## config.mk

```make
export PLATFORM = sky130hd
export DESIGN_NAME = stq_drain
export DESIGN_NICKNAME = d
export VERILOG_FILES = /design/src/hw/stq_pkg.sv /design/src/hw/stq_drain.sv
export VERILOG_INCLUDE_DIRS = /design/src /design/src/hw
export SDC_FILE = /design/constraint.sdc
export NUM_CORES = 1
export LEC_CHECK = 0
export BUFFER_PORTS_ARGS = -buffer_cell sky130_fd_sc_hd__buf_2
export CORE_AREA = 2 2 129 131
export DETAILED_ROUTE_END_ITERATION = 8
export DIE_AREA = 0 0 131 133
export GPL_TIMING_DRIVEN = 0
export MAX_ROUTING_LAYER = met4
export PLACE_DENSITY = 0.55
export REMOVE_ABC_BUFFERS = 1
export SETUP_SLACK_MARGIN = 0.05
export SLEW_MARGIN = 5
export SYNTH_ARGS = -nofsm -noshare
export SYNTH_HDL_FRONTEND = slang
export SYNTH_SLANG_ARGS = --single-unit
```

## constraint.sdc

```tcl
create_clock -name clk -period 7 [get_ports clk]
set_input_delay 0 -clock clk [delete_from_list [all_inputs] [get_ports clk]]
set_output_delay 0 -clock clk [all_outputs]
set_load 0.03 [all_outputs]
```

## src/hw/stq_consts.svh

```systemverilog
`ifndef STQ_CONSTS_SVH
`define STQ_CONSTS_SVH

// number of store queue entries, kept in program order.
`define STQ_ENTRIES 64

// width of an entry index; the ring pointers wrap at this width.
`define STQ_IDX_W 6

// loads and stores compare as whole words of this width.
`define STQ_ADDR_W 32

// width of one store's data word.
`define STQ_DATA_W 32

`endif
```

## src/hw/stq_pkg.sv

```systemverilog
`include "stq_consts.svh"

package stq_pkg;

  // entry index, also used for the head, the tail and a load's age.
  typedef logic [`STQ_IDX_W-1:0] stq_idx_t;

  // occupancy needs one more bit so a full queue can be told from an empty one.
  typedef logic [`STQ_IDX_W:0] stq_count_t;

  // one bit per entry, used for valid bits and one-hot selects.
  typedef logic [`STQ_ENTRIES-1:0] stq_vec_t;

  typedef logic [`STQ_ADDR_W-1:0] stq_addr_t;  // word address.

  typedef logic [`STQ_DATA_W-1:0] stq_word_t;  // store data.

endpackage

```

## src/hw/stq_drain.sv

```systemverilog
`timescale 1ns/100ps

`include "stq_consts.svh"

module stq_drain (
  input  logic               clk,
  input  logic               arst_n,
  input  logic               commit,
  input  stq_pkg::stq_idx_t  head,
  input  stq_pkg::stq_vec_t  entry_valid,
  input  stq_pkg::stq_vec_t  addr_valid,
  input  stq_pkg::stq_vec_t  data_valid,
  input  stq_pkg::stq_addr_t head_addr,
  input  stq_pkg::stq_word_t head_data,
  output logic               pop,
  output logic               mem_wr_valid,
  output stq_pkg::stq_addr_t mem_wr_addr,
  output stq_pkg::stq_word_t mem_wr_data
);

  stq_pkg::stq_count_t pending;  // retired stores not yet written out.
  logic                head_ready;

  // the head can go once both halves of the store have arrived.
  assign head_ready = entry_valid[head] & addr_valid[head] & data_valid[head];
  assign pop        = (pending != '0) & head_ready;

  always_ff @(posedge clk or negedge arst_n) begin
    if (!arst_n) begin
      pending      <= '0;
      mem_wr_valid <= 1'b0;
    end else begin
      pending      <= pending + stq_pkg::stq_count_t'(commit) - stq_pkg::stq_count_t'(pop);
      mem_wr_valid <= pop;
    end
  end

  // address and data are captured on the edge that advances the head.
  always_ff @(posedge clk) begin
    if (pop) begin
      mem_wr_addr <= head_addr;
      mem_wr_data <= head_data;
    end
  end

  // commits only name stores that are still held in the queue.
  a_pending_bounded: assert property (
    @(posedge clk) disable iff (!arst_n)
      int'(pending) <= $countones(entry_valid)
  ) else $error("more pending commits than allocated stores.");

endmodule

```

Yosys cells after proc, flatten, opt, wreduce, memory -nomap -nowiden
Index checks and enable logic that the tools add are counted.

Memory bits (read-only): 0. Logic and storage cells: 17. Bits in latches: 0. Bits in writable memories: 0. Output and inout bits: 66. Register bits after elaboration: 72. Memories kept: 0. Input bits: 265.

Div/mod/pow operators: 0. Shifts and indexed selects: 0. Multipliers: 0. Magnitude comparators: 1. Equality and inequality tests: 0. Bitwise operators: 3. Reduce and logical (&&, ||, !) cells: 1. Multiplexer cells: 6. Add/subtract/negate cells: 2.

Operators by type and width (count): $bmux 1 s6 (3); $add 7x1->7 (1); $lt 6x7->1 const B (1); $reduce_bool 7->1 (1); $sub 7x1->7 (1); $and 1x1->1 (3); $mux 1 (3).

Logic depth before layout (Yosys ltp)
Depth in word-level cells: 6. Mapped depth: 20. Gate-level depth less buffers: 18.

Worst setup path before layout
No wires, ideal clock.

Kind: reg-to-reg. From: register pending[2]. To: register pending[6]. Library setup time: 0.125 ns. Setup slack: 0.160 ns. Buffers on the path: 0. Clock period less this slack: 6.840 ns. Data arrival time: 6.714 ns. Data required time: 6.875 ns. Cell stages (with the launch flop): 19. Cells stage by stage: dfrtp_1 inv_1 ha_1 nand3_1 nand2b_1 nor4_1 a2bb2oi_2 o211ai_1 ha_1 inv_1 ha_1 inv_1 fa_1 nand2b_1 a21oi_1 o21ai_0 a21oi_1 nor2_1 xnor2_1.

Longest elaborated chain between the ends: 3. Elaborated cells between the ends (all ways): 4. Those cells by class: 2 x add/sub; 1 x bitwise; 1 x reduce/logical.

RTL lines: start: declaration (line stq_drain.sv:21) `stq_pkg::stq_count_t pending;`; start signal: assignment (line stq_drain.sv:33) `pending <= pending + stq_pkg::stq_count_t'(commit) - stq_pkg::stq_count_t'(pop);`; $reduce_bool 7->1 (line stq_drain.sv:26) `assign pop = (pending != '0) & head_ready;`; $and 1x1->1 (line stq_drain.sv:26); via pop (line stq_drain.sv:15) `output logic pop,`; $sub 7x1->7 (line stq_drain.sv:33).

The timed path passes the listed nets, and every way through them passes these cells. A chain may end at the register's enable or synchronous reset.

Final worst setup path
From: register pending[2]. To: register pending[6].

Longest elaborated chain between the ends: 3. Elaborated cells between the ends (all ways): 4. Those cells by class: 2 x add/sub; 1 x bitwise; 1 x reduce/logical.

RTL lines (line): parallel branches: the longest is 2 deep, another holds $add 7x1->7; $sub 7x1->7 (*) (stq_drain.sv:33).

Every way passes the cells marked *.

==> impl_summary.md <==
Route
After detailed routing, the number of vias per cell comes to 4.40. In this run the remaining antenna-violating nets after routing total 0. After the first detailed-routing iteration, the DRC count stood at 95. The DRC violation count after routing is 0.

Before antenna repair, the detailed router went through 4 iterations. In the final routed layout, each cell accounts on average for 15.4 microns. The total length of routed wires is 13800 microns. The routed via count is 3960.

Die
The core region is 16200 sq um. The number of cell rows is 47. The die is 133 microns tall. The floorplan die area is 17400 sq um. The I/O pin count is 331. From left edge to right edge, the die measures 131 microns. For this configuration, the core starts out at a cell density of 0.217.

Setup path
The worst path arrival time is 4290 ps. Of all nets on the critical path, the largest fanout is 8. The critical path endpoint category is a register. STA puts the critical path data required time at 7210 ps. The startpoint kind of the worst setup timing path is a register. The worst register-to-register path ends at pending[6]$_DFF_PN0_. The classification of the worst setup path is reg2reg. The worst setup path startpoint is pending[2]$_DFF_PN0_. The critical path goes through inv_1 -> ha_1 -> nand3_1 -> nand2b_1 -> nor4_1 -> a2bb2oi_2 -> o211ai_1 -> buf_6 -> ha_1 -> inv_1 -> ha_1 -> inv_1 -> fa_1 -> nand2b_1 -> a21oi_1 -> o21ai_0 -> a21oi_1 -> nor2_1 -> xnor2_1. The worst reg-to-reg path cell count is 19.

The slowest stage of the critical path is the o211ai_1 cell. The launching point of the worst reg2reg path is pending[2]$_DFF_PN0_. The end point of the critical path is pending[6]$_DFF_PN0_. In this design, the stage delay of the slowest critical-path cell is 620 ps. The reg-to-reg setup timing slack is 2920 ps.

Synth
Dividing the synthesized area by the synthesized cell count gives 12.9 sq um. The sequential fraction of the synthesis area is 0.605. The count of warnings emitted by yosys is 0. After synthesis the netlist holds a flip-flop and latch count of 72.

The fraction of post-synthesis cell area in the top cell type by area is 0.548. In this run, synthesis inferred 64 flip-flops with an integrated enable. The cell area after synthesis is 3510 sq um. Summed over all instances, the cell type with the most area after synthesis is edfxtp_1. In this run, distinct cell masters in the synthesized netlist total 47.

For this run, the leading register cell type out of synthesis is edfxtp_1. By count the netlist is led by edfxtp_1 (64), nand3_1 (32), nand4_1 (21). After synthesis, the share of flip-flops with an asynchronous set or reset is 0.111. By area the synthesized netlist is led by edfxtp_1 (55%), dfrtp_1 (5.7%), nand3_1 (4.6%). edfxtp_1 is the most common cell in the netlist.

The gate count of the mapped netlist is 273.

STA
The achievable frequency is 245 MHz. The relative max-transition margin is 0.474. The worst hold-check slack is 54.1 ps.

Setup violations remaining at the end of the flow were counted as 0. The hold violation total from the final report came to 0. Setup repair after global routing left no endpoint under its margin.

The final period demand of the worst path is 4080 ps. For the pin with the worst max-slew slack, the measured transition is 790 ps. In the finished design, the share of the clock period the worst path needs comes to 0.583. The worst path meets setup with 2920 ps of slack.

For the final database, setup skew stands at 7.22 ps. The number of slew-limit violations in the final report is 0.

GRT
Entering global routing, the biggest net connects 48 pins. The total overflow left after global routing is 0. The initial antenna violation count is 0. The global-route wire length before repair is 20700 microns. The global router's overall resource usage is 0.159. The via count of the first global-routing pass was 4385.

Placed design
After legalization and detailed placement, the total HPWL measured 10700 microns. The pre-CTS setup slack is 2650 ps. The count of buffers from port buffering is 330. The placed cell count is 817. The global placement routability congestion is 0.929.

CTS
No sink is reached through more buffers than the 2 on the longest clock path. The TritonCTS clock tree is yes. After clock tree synthesis, the flow added hold-fix buffers numbering 66.

The H-tree was split into 3 levels. After clock tree synthesis, the repair step resized 0 gates. The clock net in this run drives a total of 72 sinks. The register clock-pin slew on the reported worst setup and hold paths is 60 ps.

The post-CTS setup buffer count is 0. TritonCTS created 9 clock buffers. The clock network latency to the later pin of the worst-skew pair is 330 ps. Clock tree synthesis selected as its root buffer the cell clkbuf_16.

Finish
The number of nets in the layout is 949. From synthesis to final layout, the design area changed by 80.9%. The layout cell share with drive strength beyond 1 is 0.532. The post-route core utilization is 0.393. The final cell count without fillers is 900.

Power
The leakage power total is 2.91 nW. Dividing total power by cell area gives a power density of 234 nW/um^2. The worst supply voltage drop on vdd is 0.154 mV.

Job
The tool flagged a number of max-cap violations equal to 0.

Run status
The flow ran to the end, and the final reports show no timing, DRC or antenna violations.

Hold path
The tightest min-delay check is of the in2async type.
[worst max-delay path: cells and delay by family (launching register included)]
| kind | cells | cell delay [ps] |
|---|---|---|
| compound gates | 5 | 1190 |
| simple gates | 5 | 870 |
| xor+xnor | 1 | 130 |
| fa+ha+maj | 4 | 1010 |
| flops | 1 | 340 |
| buf+inv | 4 | 430 |
[final cells by class]
type | instances | area, sq um
clock buffer | 10 | 229
sequential | 72 | 2120
inverter | 16 | 60.1
timing repair buffer | 404 | 2380
multi-input combinational | 171 | 1240
tap | 220 | 275
clock inverter | 6 | 42.5
fill | 1572 | 9820
antenna | 1 | 2.50
[cells in the final DEF, fill, tap and decap left out, types with 6 or more instances in the layout]
| master | n |
|---|---|
| dfrtp_1 | 8 |
| nand4b_1 | 6 |
| buf_4 | 7 |
| clkbuf_16 | 9 |
| nor2_1 | 6 |
| dlygate4sd3_1 | 66 |
| buf_2 | 330 |
| nand3_1 | 32 |
| o21ai_0 | 18 |
| inv_1 | 16 |
| edfxtp_1 | 64 |
| a21oi_1 | 9 |
| nand4_1 | 21 |
| o211ai_1 | 12 |
| nand2_1 | 12 |
| ha_1 | 9 |
[power by group]
part,leakage (nW),internal (mW),switching (mW)
clock network,0.129,0.241,0.180
registers,0.703,0.546,0.0261
logic,2.08,0.218,0.274
[worst min path at each step]
stage | startpoint | endpoint
finish | arst_n | pending[6]$_DFF_PN0_
global route | arst_n | pending[1]$_DFF_PN0_
CTS | arst_n | pending[1]$_DFF_PN0_
detailed placement | arst_n | pending[1]$_DFF_PN0_
global placement | arst_n | pending[1]$_DFF_PN0_
floorplan | arst_n | mem_wr_valid$_DFF_PN0_
[metal layers]
| layer | track usage | share of wire |
|---|---|---|
| met1 | 0.177 | 0.39 |
| met2 | 0.269 | 0.50 |
| met3 | 0.0445 | 0.088 |
| met4 | 0.0585 | 0.024 |
| met5 | - | 0 |
[state kept, by name, summed over array words and instances, names as in the netlist]
| name | count |
|---|---|
| mem_wr_addr | 32 |
| mem_wr_valid | 1 |
| mem_wr_data | 32 |
| pending | 7 |
[kinds of logic after synthesis]
group | share of synthesized area
AOI/OAI and AO/OA | 0.109
xor gates and xnor gates | 0.0150
adders and majority gates | 0.0378
buffers and inverters | 0.0414
DFF | 0.605
muxes | 0.0496
and+or+nand+nor | 0.142
[metrics by stage]
stage / area [sq um] / total power, mW / TNS [ps]
after floorplan: 3420 / 0.865 / 0
after global placement: 5350 / 1.03 / -6520
after detailed placement: 5420 / 1.04 / 0
after CTS: 6350 / 1.50 / 0
after global routing: 6350 / 1.57 / 0
final: 6350 / 1.49 / 0
No activity file was read; power rests on OpenSTA's default activity.
