--- config.mk ---
export PLATFORM = sky130hd
export DESIGN_NAME = stq_ring
export DESIGN_NICKNAME = d
export VERILOG_FILES = /design/src/hw/stq_pkg.sv /design/src/hw/stq_ring.sv
export VERILOG_INCLUDE_DIRS = /design/src /design/src/hw
export SDC_FILE = /design/constraint.sdc
export NUM_CORES = 1
export LEC_CHECK = 0
export BUFFER_PORTS_ARGS = -buffer_cell sky130_fd_sc_hd__buf_2
export CAP_MARGIN = 25
export CORE_MARGIN = 8
export CORE_UTILIZATION = 23
export CTS_CLUSTER_DIAMETER = 60
export DETAILED_ROUTE_END_ITERATION = 8
export GPL_ROUTABILITY_DRIVEN = 0
export PLACE_DENSITY = 0.39
export SYNTH_ARGS = -nofsm -noshare
export SYNTH_HDL_FRONTEND = slang
export SYNTH_SLANG_ARGS = --single-unit
export TNS_END_PERCENT = 1
--- constraint.sdc ---
create_clock -name clk -period 4 [get_ports clk]
set_input_delay 0.8 -clock clk [delete_from_list [all_inputs] [get_ports clk]]
set_output_delay 0.8 -clock clk [all_outputs]
set_load 0.02 [all_outputs]
--- src/hw/stq_consts.svh ---
`ifndef STQ_CONSTS_SVH
`define STQ_CONSTS_SVH

// number of store queue entries, kept in program order.
`define STQ_ENTRIES 64

// width of an entry index; the ring pointers wrap at this width.
`define STQ_IDX_W 6

// loads and stores compare as whole words of this width.
`define STQ_ADDR_W 32

// width of one store's data word.
`define STQ_DATA_W 32

`endif
--- src/hw/stq_pkg.sv ---
`include "stq_consts.svh"

package stq_pkg;

  // entry index, also used for the head, the tail and a load's age.
  typedef logic [`STQ_IDX_W-1:0] stq_idx_t;

  // occupancy needs one more bit so a full queue can be told from an empty one.
  typedef logic [`STQ_IDX_W:0] stq_count_t;

  // one bit per entry, used for valid bits and one-hot selects.
  typedef logic [`STQ_ENTRIES-1:0] stq_vec_t;

  typedef logic [`STQ_ADDR_W-1:0] stq_addr_t;  // word address.

  typedef logic [`STQ_DATA_W-1:0] stq_word_t;  // store data.

endpackage

--- src/hw/stq_ring.sv ---
`timescale 1ns/100ps

`include "stq_consts.svh"

module stq_ring (
  input  logic              clk,
  input  logic              arst_n,
  input  logic              alloc,
  input  logic              pop,
  output stq_pkg::stq_idx_t alloc_idx,
  output stq_pkg::stq_idx_t head,
  output stq_pkg::stq_vec_t entry_valid,
  output logic              full,
  output logic              empty
);

  stq_pkg::stq_idx_t   tail;
  stq_pkg::stq_count_t count;
  logic                alloc_ok;
  stq_pkg::stq_vec_t   set_mask;
  stq_pkg::stq_vec_t   clr_mask;

  assign alloc_idx = tail;  // the new entry is the current tail.
  assign full      = (count == stq_pkg::stq_count_t'(`STQ_ENTRIES));
  assign empty     = (count == '0);

  // a request while full is dropped here.
  assign alloc_ok = alloc & ~full;

  always_comb begin
    set_mask       = '0;
    clr_mask       = '0;
    set_mask[tail] = alloc_ok;
    clr_mask[head] = pop;
  end

  always_ff @(posedge clk or negedge arst_n) begin
    if (!arst_n) begin
      head        <= '0;
      tail        <= '0;
      count       <= '0;
      entry_valid <= '0;
    end else begin
      if (alloc_ok) begin
        tail <= tail + 1'b1;  // wraps at the index width.
      end
      if (pop) begin
        head <= head + 1'b1;
      end
      count       <= count + stq_pkg::stq_count_t'(alloc_ok) - stq_pkg::stq_count_t'(pop);
      entry_valid <= (entry_valid & ~clr_mask) | set_mask;
    end
  end

  // dispatch must stall on full instead of relying on the drop above.
  a_no_alloc_when_full: assert property (
    @(posedge clk) disable iff (!arst_n) alloc |-> !full
  ) else $error("store queue allocation while full.");

  // the drain stage only pops a valid head, so an empty queue never pops.
  a_no_pop_when_empty: assert property (
    @(posedge clk) disable iff (!arst_n) pop |-> !empty && entry_valid[head]
  ) else $error("store queue pop while empty.");

  // the valid bits and the count describe the same occupancy.
  a_count_matches: assert property (
    @(posedge clk) disable iff (!arst_n)
      $countones(entry_valid) == int'(count)
  ) else $error("store queue count out of step with valid bits.");

endmodule

# Word level (Yosys, flattened, before mapping)
# Cells that the tools add are included.
[totals]
ff_bits = 83
latchBits = 0
ramBits = 0
mem_bits_ro = 0
inputBits = 4
out_inout_bits = 78
wordCells = 27
memories = 0
[classes]
n_addsub = 4
multipliers = 0
div_mod_pow = 0
order_cmp = 4
eq_ne = 1
shift = 0
n_mux = 4
n_bitwise = 7
reduce_logical = 3
[op_table]
columns = ["op", "count"]
rows = [
  ["$and 64x64->64", 3],
  ["$not 64->64", 1],
  ["$or 64x64->64", 1],
  ["$lt 6x7->1 const B", 2],
  ["$add 6x1->6 const B", 2],
  ["$demux 1 s6", 2],
  ["$ge 6x1->1 const B", 2],
  ["$add 7x1->7", 1],
  ["$eq 7x7->1 const B", 1],
  ["$logic_not 7->1", 1],
  ["$sub 7x1->7", 1],
  ["$logic_and 1x1->1", 2],
  ["$mux 1", 2],
  ["$and 1x1->1", 1],
  ["$not 1->1", 1],
]

# Depth between registers and ports, before layout
# Gate-level depths: netlist (run 1).
[depth]
depth_word = 8
ltp_mapped = 15
ltp_nobuf = 14

# Least setup slack after synthesis (run 1)
# No wires, ideal clock.
[synth_timing]
path_type = "input to register"
startpoint = "input alloc"
endpoint = "register count[6]"
setup_ns = 0.128
t_arrival_ns = 2.519
required_ns = 3.872
path_slack_ns = 1.353
stages = 12
n_path_buf = 1
cell_sequence = "o21a_1 > buf_6 > inv_4 > ha_1 > inv_1 > ha_1 > inv_1 > fa_1 > nor2b_1 > o311a_1 > o32a_1 > nand3_1"
[synth_between]
elab_chain_len = 3
[synth_lines]
columns = ["item", "line", "rtl"]
rows = [
  ["from (decl)", "stq_ring.sv:8", "input logic alloc,"],
  ["$and 1x1->1", "stq_ring.sv:28", "assign alloc_ok = alloc & ~full;"],
  ["$add 7x1->7", "stq_ring.sv:50", "count <= count + stq_pkg::stq_count_t'(alloc_ok) - stq_pkg::stq_count_t'(pop);"],
  ["$sub 7x1->7", "stq_ring.sv:50", ""],
  ["to (signal assigned)", "stq_ring.sv:50", ""],
  ["to (decl)", "stq_ring.sv:18", "stq_pkg::stq_count_t count;"],
]
# Every way passes these cells.
# A chain may end at the register's enable or synchronous reset.

# Worst setup path after layout (run 1)
[layout_timing]
startpoint = "register count[2]"
endpoint = "register count[6]"
[layout_between]
elab_chain_len = 5
[layout_lines]
columns = ["item", "line", "rtl"]
rows = [
  ["$eq 7x7->1", "stq_ring.sv:24", "assign full = (count == stq_pkg::stq_count_t'(`STQ_ENTRIES));"],
  ["$not 1->1", "stq_ring.sv:28", ""],
  ["$and 1x1->1", "stq_ring.sv:28", ""],
  ["$add 7x1->7 *", "stq_ring.sv:50", ""],
  ["$sub 7x1->7 *", "stq_ring.sv:50", ""],
]
# Mark *: on every way between the ends. The rest lies on a longest branch, timed or not.

==> results of run 1 <==
cell type report:
cell class | instances | area share [%]
multi-input combinational | 237 | 31.4
tap | 216 | 5.80
clock buffer | 11 | 5.21
sequential | 83 | 44.6
timing repair buffer | 84 | 9.66
clock inverter | 5 | 2.31
inverter | 13 | 1.10
sequential cells by signal, indices dropped and copies added (netlist names):
name         cells
alloc_idx        6
count            7
head             6
entry_valid     64
power by group through the flow:
stage | clock network (uW) | registers, uW | logic, uW
global route | 1040 | 1570 | 1930
global placement | 0 | 1520 | 1750
CTS | 1010 | 1510 | 1760
finish | 985 | 1510 | 1730
floorplan | 0 | 1710 | 914
detailed placement | 0 | 1520 | 1750
cells in the mapped netlist (all sizes together) (4+ instances only):
master | instances | area share (%)
nand3b | 6 | 1.2
nand2 | 15 | 1.5
o21ai | 134 | 19
nand3 | 10 | 1.4
or3b | 4 | 0.95
nor2b | 5 | 0.85
nor2 | 9 | 0.91
xnor2 | 9 | 2.1
dfrtp | 83 | 56
clkbuf | 19 | 1.9
ha | 11 | 3.7
inv | 13 | 1.4
placed cells by master, fill, tap and decap left out, types with 2 or more instances in the layout:
cell type  count
o21ai_0      117
dfrtp_1       83
buf_2         80
nand2_1       15
inv_1         12
ha_1          11
nand3_1       10
o21ai_2       10
nor2_1         9
xnor2_1        9
clkbuf_16      9
o21ai_1        7
nand3b_1       6
nor2b_1        5
or3b_2         4
a21oi_1        3
nand4b_1       3
xor2_1         3
nand2b_1       3
nand4_1        3
or3_1          3
bufinv_16      3
buf_4          3
or2_2          2
or4b_4         2
cells by family after synthesis:
group | Yosys count
simple gates | 68
mux | 1
buf+inv | 35
fa+ha+maj | 12
compound gates | 144
xor+xnor | 12
flops | 83
worst max-delay path: cells and delay by family, from the launching register on:
family / cells / cell delay (ns)
AO/OA/AOI/OAI: 3 / 0.71
buffers and inverters: 4 / 0.34
flip-flops: 1 / 0.39
AND/OR/NAND/NOR: 3 / 0.40
adder cells (fa/ha/maj): 4 / 0.96
per-layer routing:
layer / share of wire, % / track usage [%]
met1: 45 / 15.6
met2: 46 / 19.3
met3: 7.0 / 4.24
met4: 1.6 / 3.30
met5: 0 / 0
worst paths after layout:
check                           cells past startpoint                         to                      start  slack, ns
worst max-delay path                               14         count[6]$_DFF_PN0_         count[2]$_DFF_PN0_       1.09
worst min-delay path                                1  entry_valid[49]$_DFF_PN0_                     arst_n       0.33
worst max register to register                     14         count[6]$_DFF_PN0_         count[2]$_DFF_PN0_       1.09
worst min register to register                      2  entry_valid[48]$_DFF_PN0_  entry_valid[48]$_DFF_PN0_       0.51
max in group asynchronous                           2   alloc_idx[0]$_DFFE_PN0P_                     arst_n       3.08
min in group clk                                    2  entry_valid[48]$_DFF_PN0_  entry_valid[48]$_DFF_PN0_       0.51
metrics by stage:
step	worst slack (ns)	utilization, %	cells
after floorplan	1.35	-	355
after global placement	0.992	27.1	631
after detailed placement	0.932	27.1	631
after CTS	1.07	29.3	647
after global routing	0.852	29.6	649
final	1.09	29.6	649
==> impl_metrics.toml, run 1 <==
[run_status]
status = "finished, final reports clean"

[layout]
multi_input_area_um2 = 1460
antennaDiodeCount = 0
drive_above_1_share_pct = 27.7
seqCellArea_um2 = 2080
nets = 444
syn_to_final_growth_pct = 26.1
n_fill_cell = 1715
fin_area_um2 = 4660

[detailed_routing]
drt-total-wl_um = 12000
num_vias = 2989
drc = 0
drt_iter0_markers = 186
ant_nets = 0
viasPerCell = 4.61
wire_per_inst_um = 18.5
firstDrtPassIters = 4

[pwr]
leakagePower_uw = 0.00216
ir_drop_mv = 0.299
p_switching_uw = 1810
power_frac_comb_pct = 40.9
power_frac_clock_pct = 23.3
power.internal_uw = 2410
p_per_area_nw_per_um2 = 906
swShare_pct = 42.9
power_uw = 4220
seq_power_share_pct = 35.7

[logic_synthesis]
synth-compound-area-share_pct = 21.1
ys_types = 36
ys.flop_type = "dfrtp_1"
synth_warnings = 0
synth_fa_ha_area_share_pct = 4.27
netlist_instances = 355
synth_edf_count = 0
synth_async_sr_flop_share_pct = 100
seq_area_frac_synth_pct = 56.2
syn_nets = 371
yosys.area_share.simple_pct = 11.0
synth_mux_area_share_pct = 0.305
synthXorXnorAreaFrac_pct = 2.84
yosys_register_bits = 83
synthesis.area_um2 = 3690
synth_top_family_by_area = "compound AO/OA/AOI/OAI gates"
avgSynthCellArea_um2 = 10.4

[worst_setup_path]
critPathMaxStageDelay_ns = 0.39
cp_slowest_cell = "dfrtp_1"
crit_arrival_ns = 3.13
startpoint_type = "register"
crit_path_end_kind = "register"
worst-path-max-fanout = 9
cp.required_ns = 4.22
cp_cell_sequence = "inv_1 > ha_1 > nand4bb_2 > o21a_1 > inv_4 > ha_1 > inv_1 > ha_1 > inv_1 > fa_1 > nor2b_1 > o311a_1 > o32a_1 > nand3_1"
path_class = "reg2reg"

[timing]
layout_min_cycle_time_ns = 2.91
setup_violations = 0
finalHoldViolCount = 0
finalSetupTns_ns = 0
worstMarginPinSlew_ns = 0.537
slew_viol_final = 0
grt_setup_unrepaired = "false"
finalCritPeriodShare_pct = 72.8
finClkSkew_ns = 0.0119
fmax_ghz = 0.343
relSlewSlack_pct = 64.1
timing.hold.ws_ns = 0.329

[cts]
cts_hold_buf = 0
cts_tree = "done"
ctsResizeCount = 0
root_buffer = "clkbuf_16"
cts_setup_buffers = 0
clock_path_buffers = 2
clk_latency_ns = 0.34
cts_buffers = 9
clkTransAtPathRegs_ns = 0.06
htreeDepth = 3
cts.sinks = 83

[grt]
grt_max_degree = 76
grt_antenna_before_repair = 0
grtUsageTotal_pct = 12.3
grt_pass1_wl_um = 18900
grt_pass1_vias = 3119
grt-ovfl-total = 0

[worst_hold_path]
hold_path.class = "in2async"

[die]
die_x_um = 143
rows = 46
core_um2 = 15800
die_h_um = 143
die_area_um2 = 20400
io_pins = 82
start_util_pct = 23.4

[job]
cap_violations = 0

[placement]
dpl.hpwl_um = 8580
place_area_um2 = 4280
port-buffer-count = 81
Note: power is estimated with default switching activity, not from simulation.
==> run 2, diff against run 1 <==
Clock period 4 ns to 2.7 ns, I/O delays scaled along.
==> run 2 against run 1 <==
Register-to-register slack worse by 0.96 ns; flip-flop and latch count unchanged; combinational power up 54%; clock power up 31%; wire length up 1.6%; largest cell class unchanged.
==> impl_metrics.toml, run 2 (synthesized netlist as in run 1, its figures left out) <==
[worst_setup_path]
crit_path_end_kind = "register"
cp.required_ns = 2.92
cp_cell_sequence = "inv_2 > ha_2 > nand4bb_2 > o21a_1 > inv_4 > ha_1 > inv_2 > ha_4 > inv_1 > fa_2 > nor2b_4 > o311a_1 > o32a_1 > nand3_1"
worst-path-max-fanout = 3
worst-path-stages = 14
cp-endpoint = "count[6]$_DFF_PN0_"
startpoint = "count[4]$_DFF_PN0_"
path_class = "reg2reg"
reg2reg_to = "count[6]$_DFF_PN0_"
crit-reg2reg-launch = "count[4]$_DFF_PN0_"
path_buf_inv = 4
crit_family = "adder cells"
startpoint_type = "register"
r2r_setup_slack_ns = 0.13
crit_arrival_ns = 2.79
cp_common_cell = "inv_2"
reg2reg_depth = 14
critPathMaxStageDelay_ns = 0.40
cp_slowest_cell = "dfrtp_1"

[grt]
grt-ovfl-total = 0
grtUsageTotal_pct = 12.3
grt_pass1_wl_um = 18700
grt_pass1_vias = 3033
grt_max_degree = 53
grt_antenna_before_repair = 0

[timing]
fmax_ghz = 0.390
finalHoldViolCount = 0
setup_violations = 0
slew_viol_final = 0
worstMarginPinSlew_ns = 0.571
setup_ws_ns = 0.133
relSlewSlack_pct = 61.7
finalCritPeriodShare_pct = 95.1
layout_min_cycle_time_ns = 2.57
finClkSkew_ns = 0.0114
timing.hold.ws_ns = 0.137

[detailed_routing]
ant_nets = 0
num_vias = 2970
drt_iter0_markers = 94
wire_per_inst_um = 18.6
viasPerCell = 4.53
drt-total-wl_um = 12200
firstDrtPassIters = 4
drc = 0

[layout]
final_common_cell = "o21ai_0"
top_register = "entry_valid"
stdcell_count = 656
layout_common_cells = "o21ai_0 (118), dfrtp_1 (83), buf_2 (80)"
syn_to_final_growth_pct = 26.9
fin_area_um2 = 4690
nets = 451
largest_reg_flops = 64
largest_registers = "entry_valid (64), count (7)"
drive_above_1_share_pct = 30.7
antennaDiodeCount = 0

[cts]
cts_buffers = 9
cts_tree = "done"
clkTransAtPathRegs_ns = 0.07
cts.sinks = 83
root_buffer = "clkbuf_16"
htreeDepth = 3
clk_latency_ns = 0.34
clock_path_buffers = 2
cts_hold_buf = 0

[placement]
dp.cells = 636
dpl.hpwl_um = 8850
port-buffer-count = 81
place_ws_ns = -0.0298
place_area_um2 = 4330

[pwr]
p_switching_uw = 2740
power_uw = 6200
seq_power_share_pct = 36.2
p_per_area_nw_per_um2 = 1320
power_frac_clock_pct = 20.9
power.internal_uw = 3460
power_frac_comb_pct = 42.9
ir_drop_mv = 0.489
swShare_pct = 44.2
leakagePower_uw = 0.00216

[job]
cap_violations = 0

[die]
io_pins = 82
die_h_um = 143
die_x_um = 143
die_area_um2 = 20400
start_util_pct = 23.4
core_um2 = 15800
rows = 46

[worst_hold_path]
hold_path.class = "in2async"

[run_status]
status = "finished, final reports clean"
## run 2: worst min-delay path by stage
stage / slack (ns) / startpoint / end / depth (start not counted)
floorplan: 0.24 / arst_n / alloc_idx[0]$_DFFE_PN0P_ / 0
global placement: 0.49 / entry_valid[1]$_DFF_PN0_ / entry_valid[1]$_DFF_PN0_ / 2
detailed placement: 0.49 / entry_valid[49]$_DFF_PN0_ / entry_valid[49]$_DFF_PN0_ / 2
CTS: 0.15 / arst_n / entry_valid[35]$_DFF_PN0_ / 1
global route: 0.16 / arst_n / entry_valid[35]$_DFF_PN0_ / 1
finish: 0.14 / arst_n / entry_valid[35]$_DFF_PN0_ / 1
## run 2: layer usage
metal  GRT usage (%)  up-vias  wire (um)
li1                -     1425          -
met1            15.8     1458       5660
met2            19.3       76       5560
met3            4.14       11        799
met4            3.24        0        164
met5               0        -          0
## run 2: power groups by stage
| stage | Combinational (uW) | Clock (uW) | Sequential, uW |
|---|---|---|---|
| floorplan | 1350 | 0 | 2530 |
| global placement | 2590 | 0 | 2250 |
| detailed placement | 2630 | 0 | 2260 |
| CTS | 2660 | 1340 | 2240 |
| global route | 2960 | 1390 | 2320 |
| finish | 2660 | 1290 | 2250 |
## run 2: area by class of cell
class / instances / area (um^2)
clock buffer: 10 / 239
clock inverter: 6 / 68.8
fill: 1733 / 11100
inverter: 13 / 51.3
multi-input combinational: 237 / 1490
sequential: 83 / 2080
tap: 216 / 270
timing repair buffer: 91 / 495
## run 2: metrics by stage
step,util [%],TNS (ns)
after global routing,29.7,-0.00686
after global placement,27.4,0
final,29.7,0
after detailed placement,27.4,-0.0298
after CTS,29.5,0
after floorplan,-,0
## run 2: repair_timing
| item | 4_1_cts | 5_1_grt |
|---|---|---|
| pin swaps | 1 | 4 |
| setup endpoints to repair | 1 | 1 |
| buffers inserted | 1 | 3 |
| resized for setup | 2 | 7 |
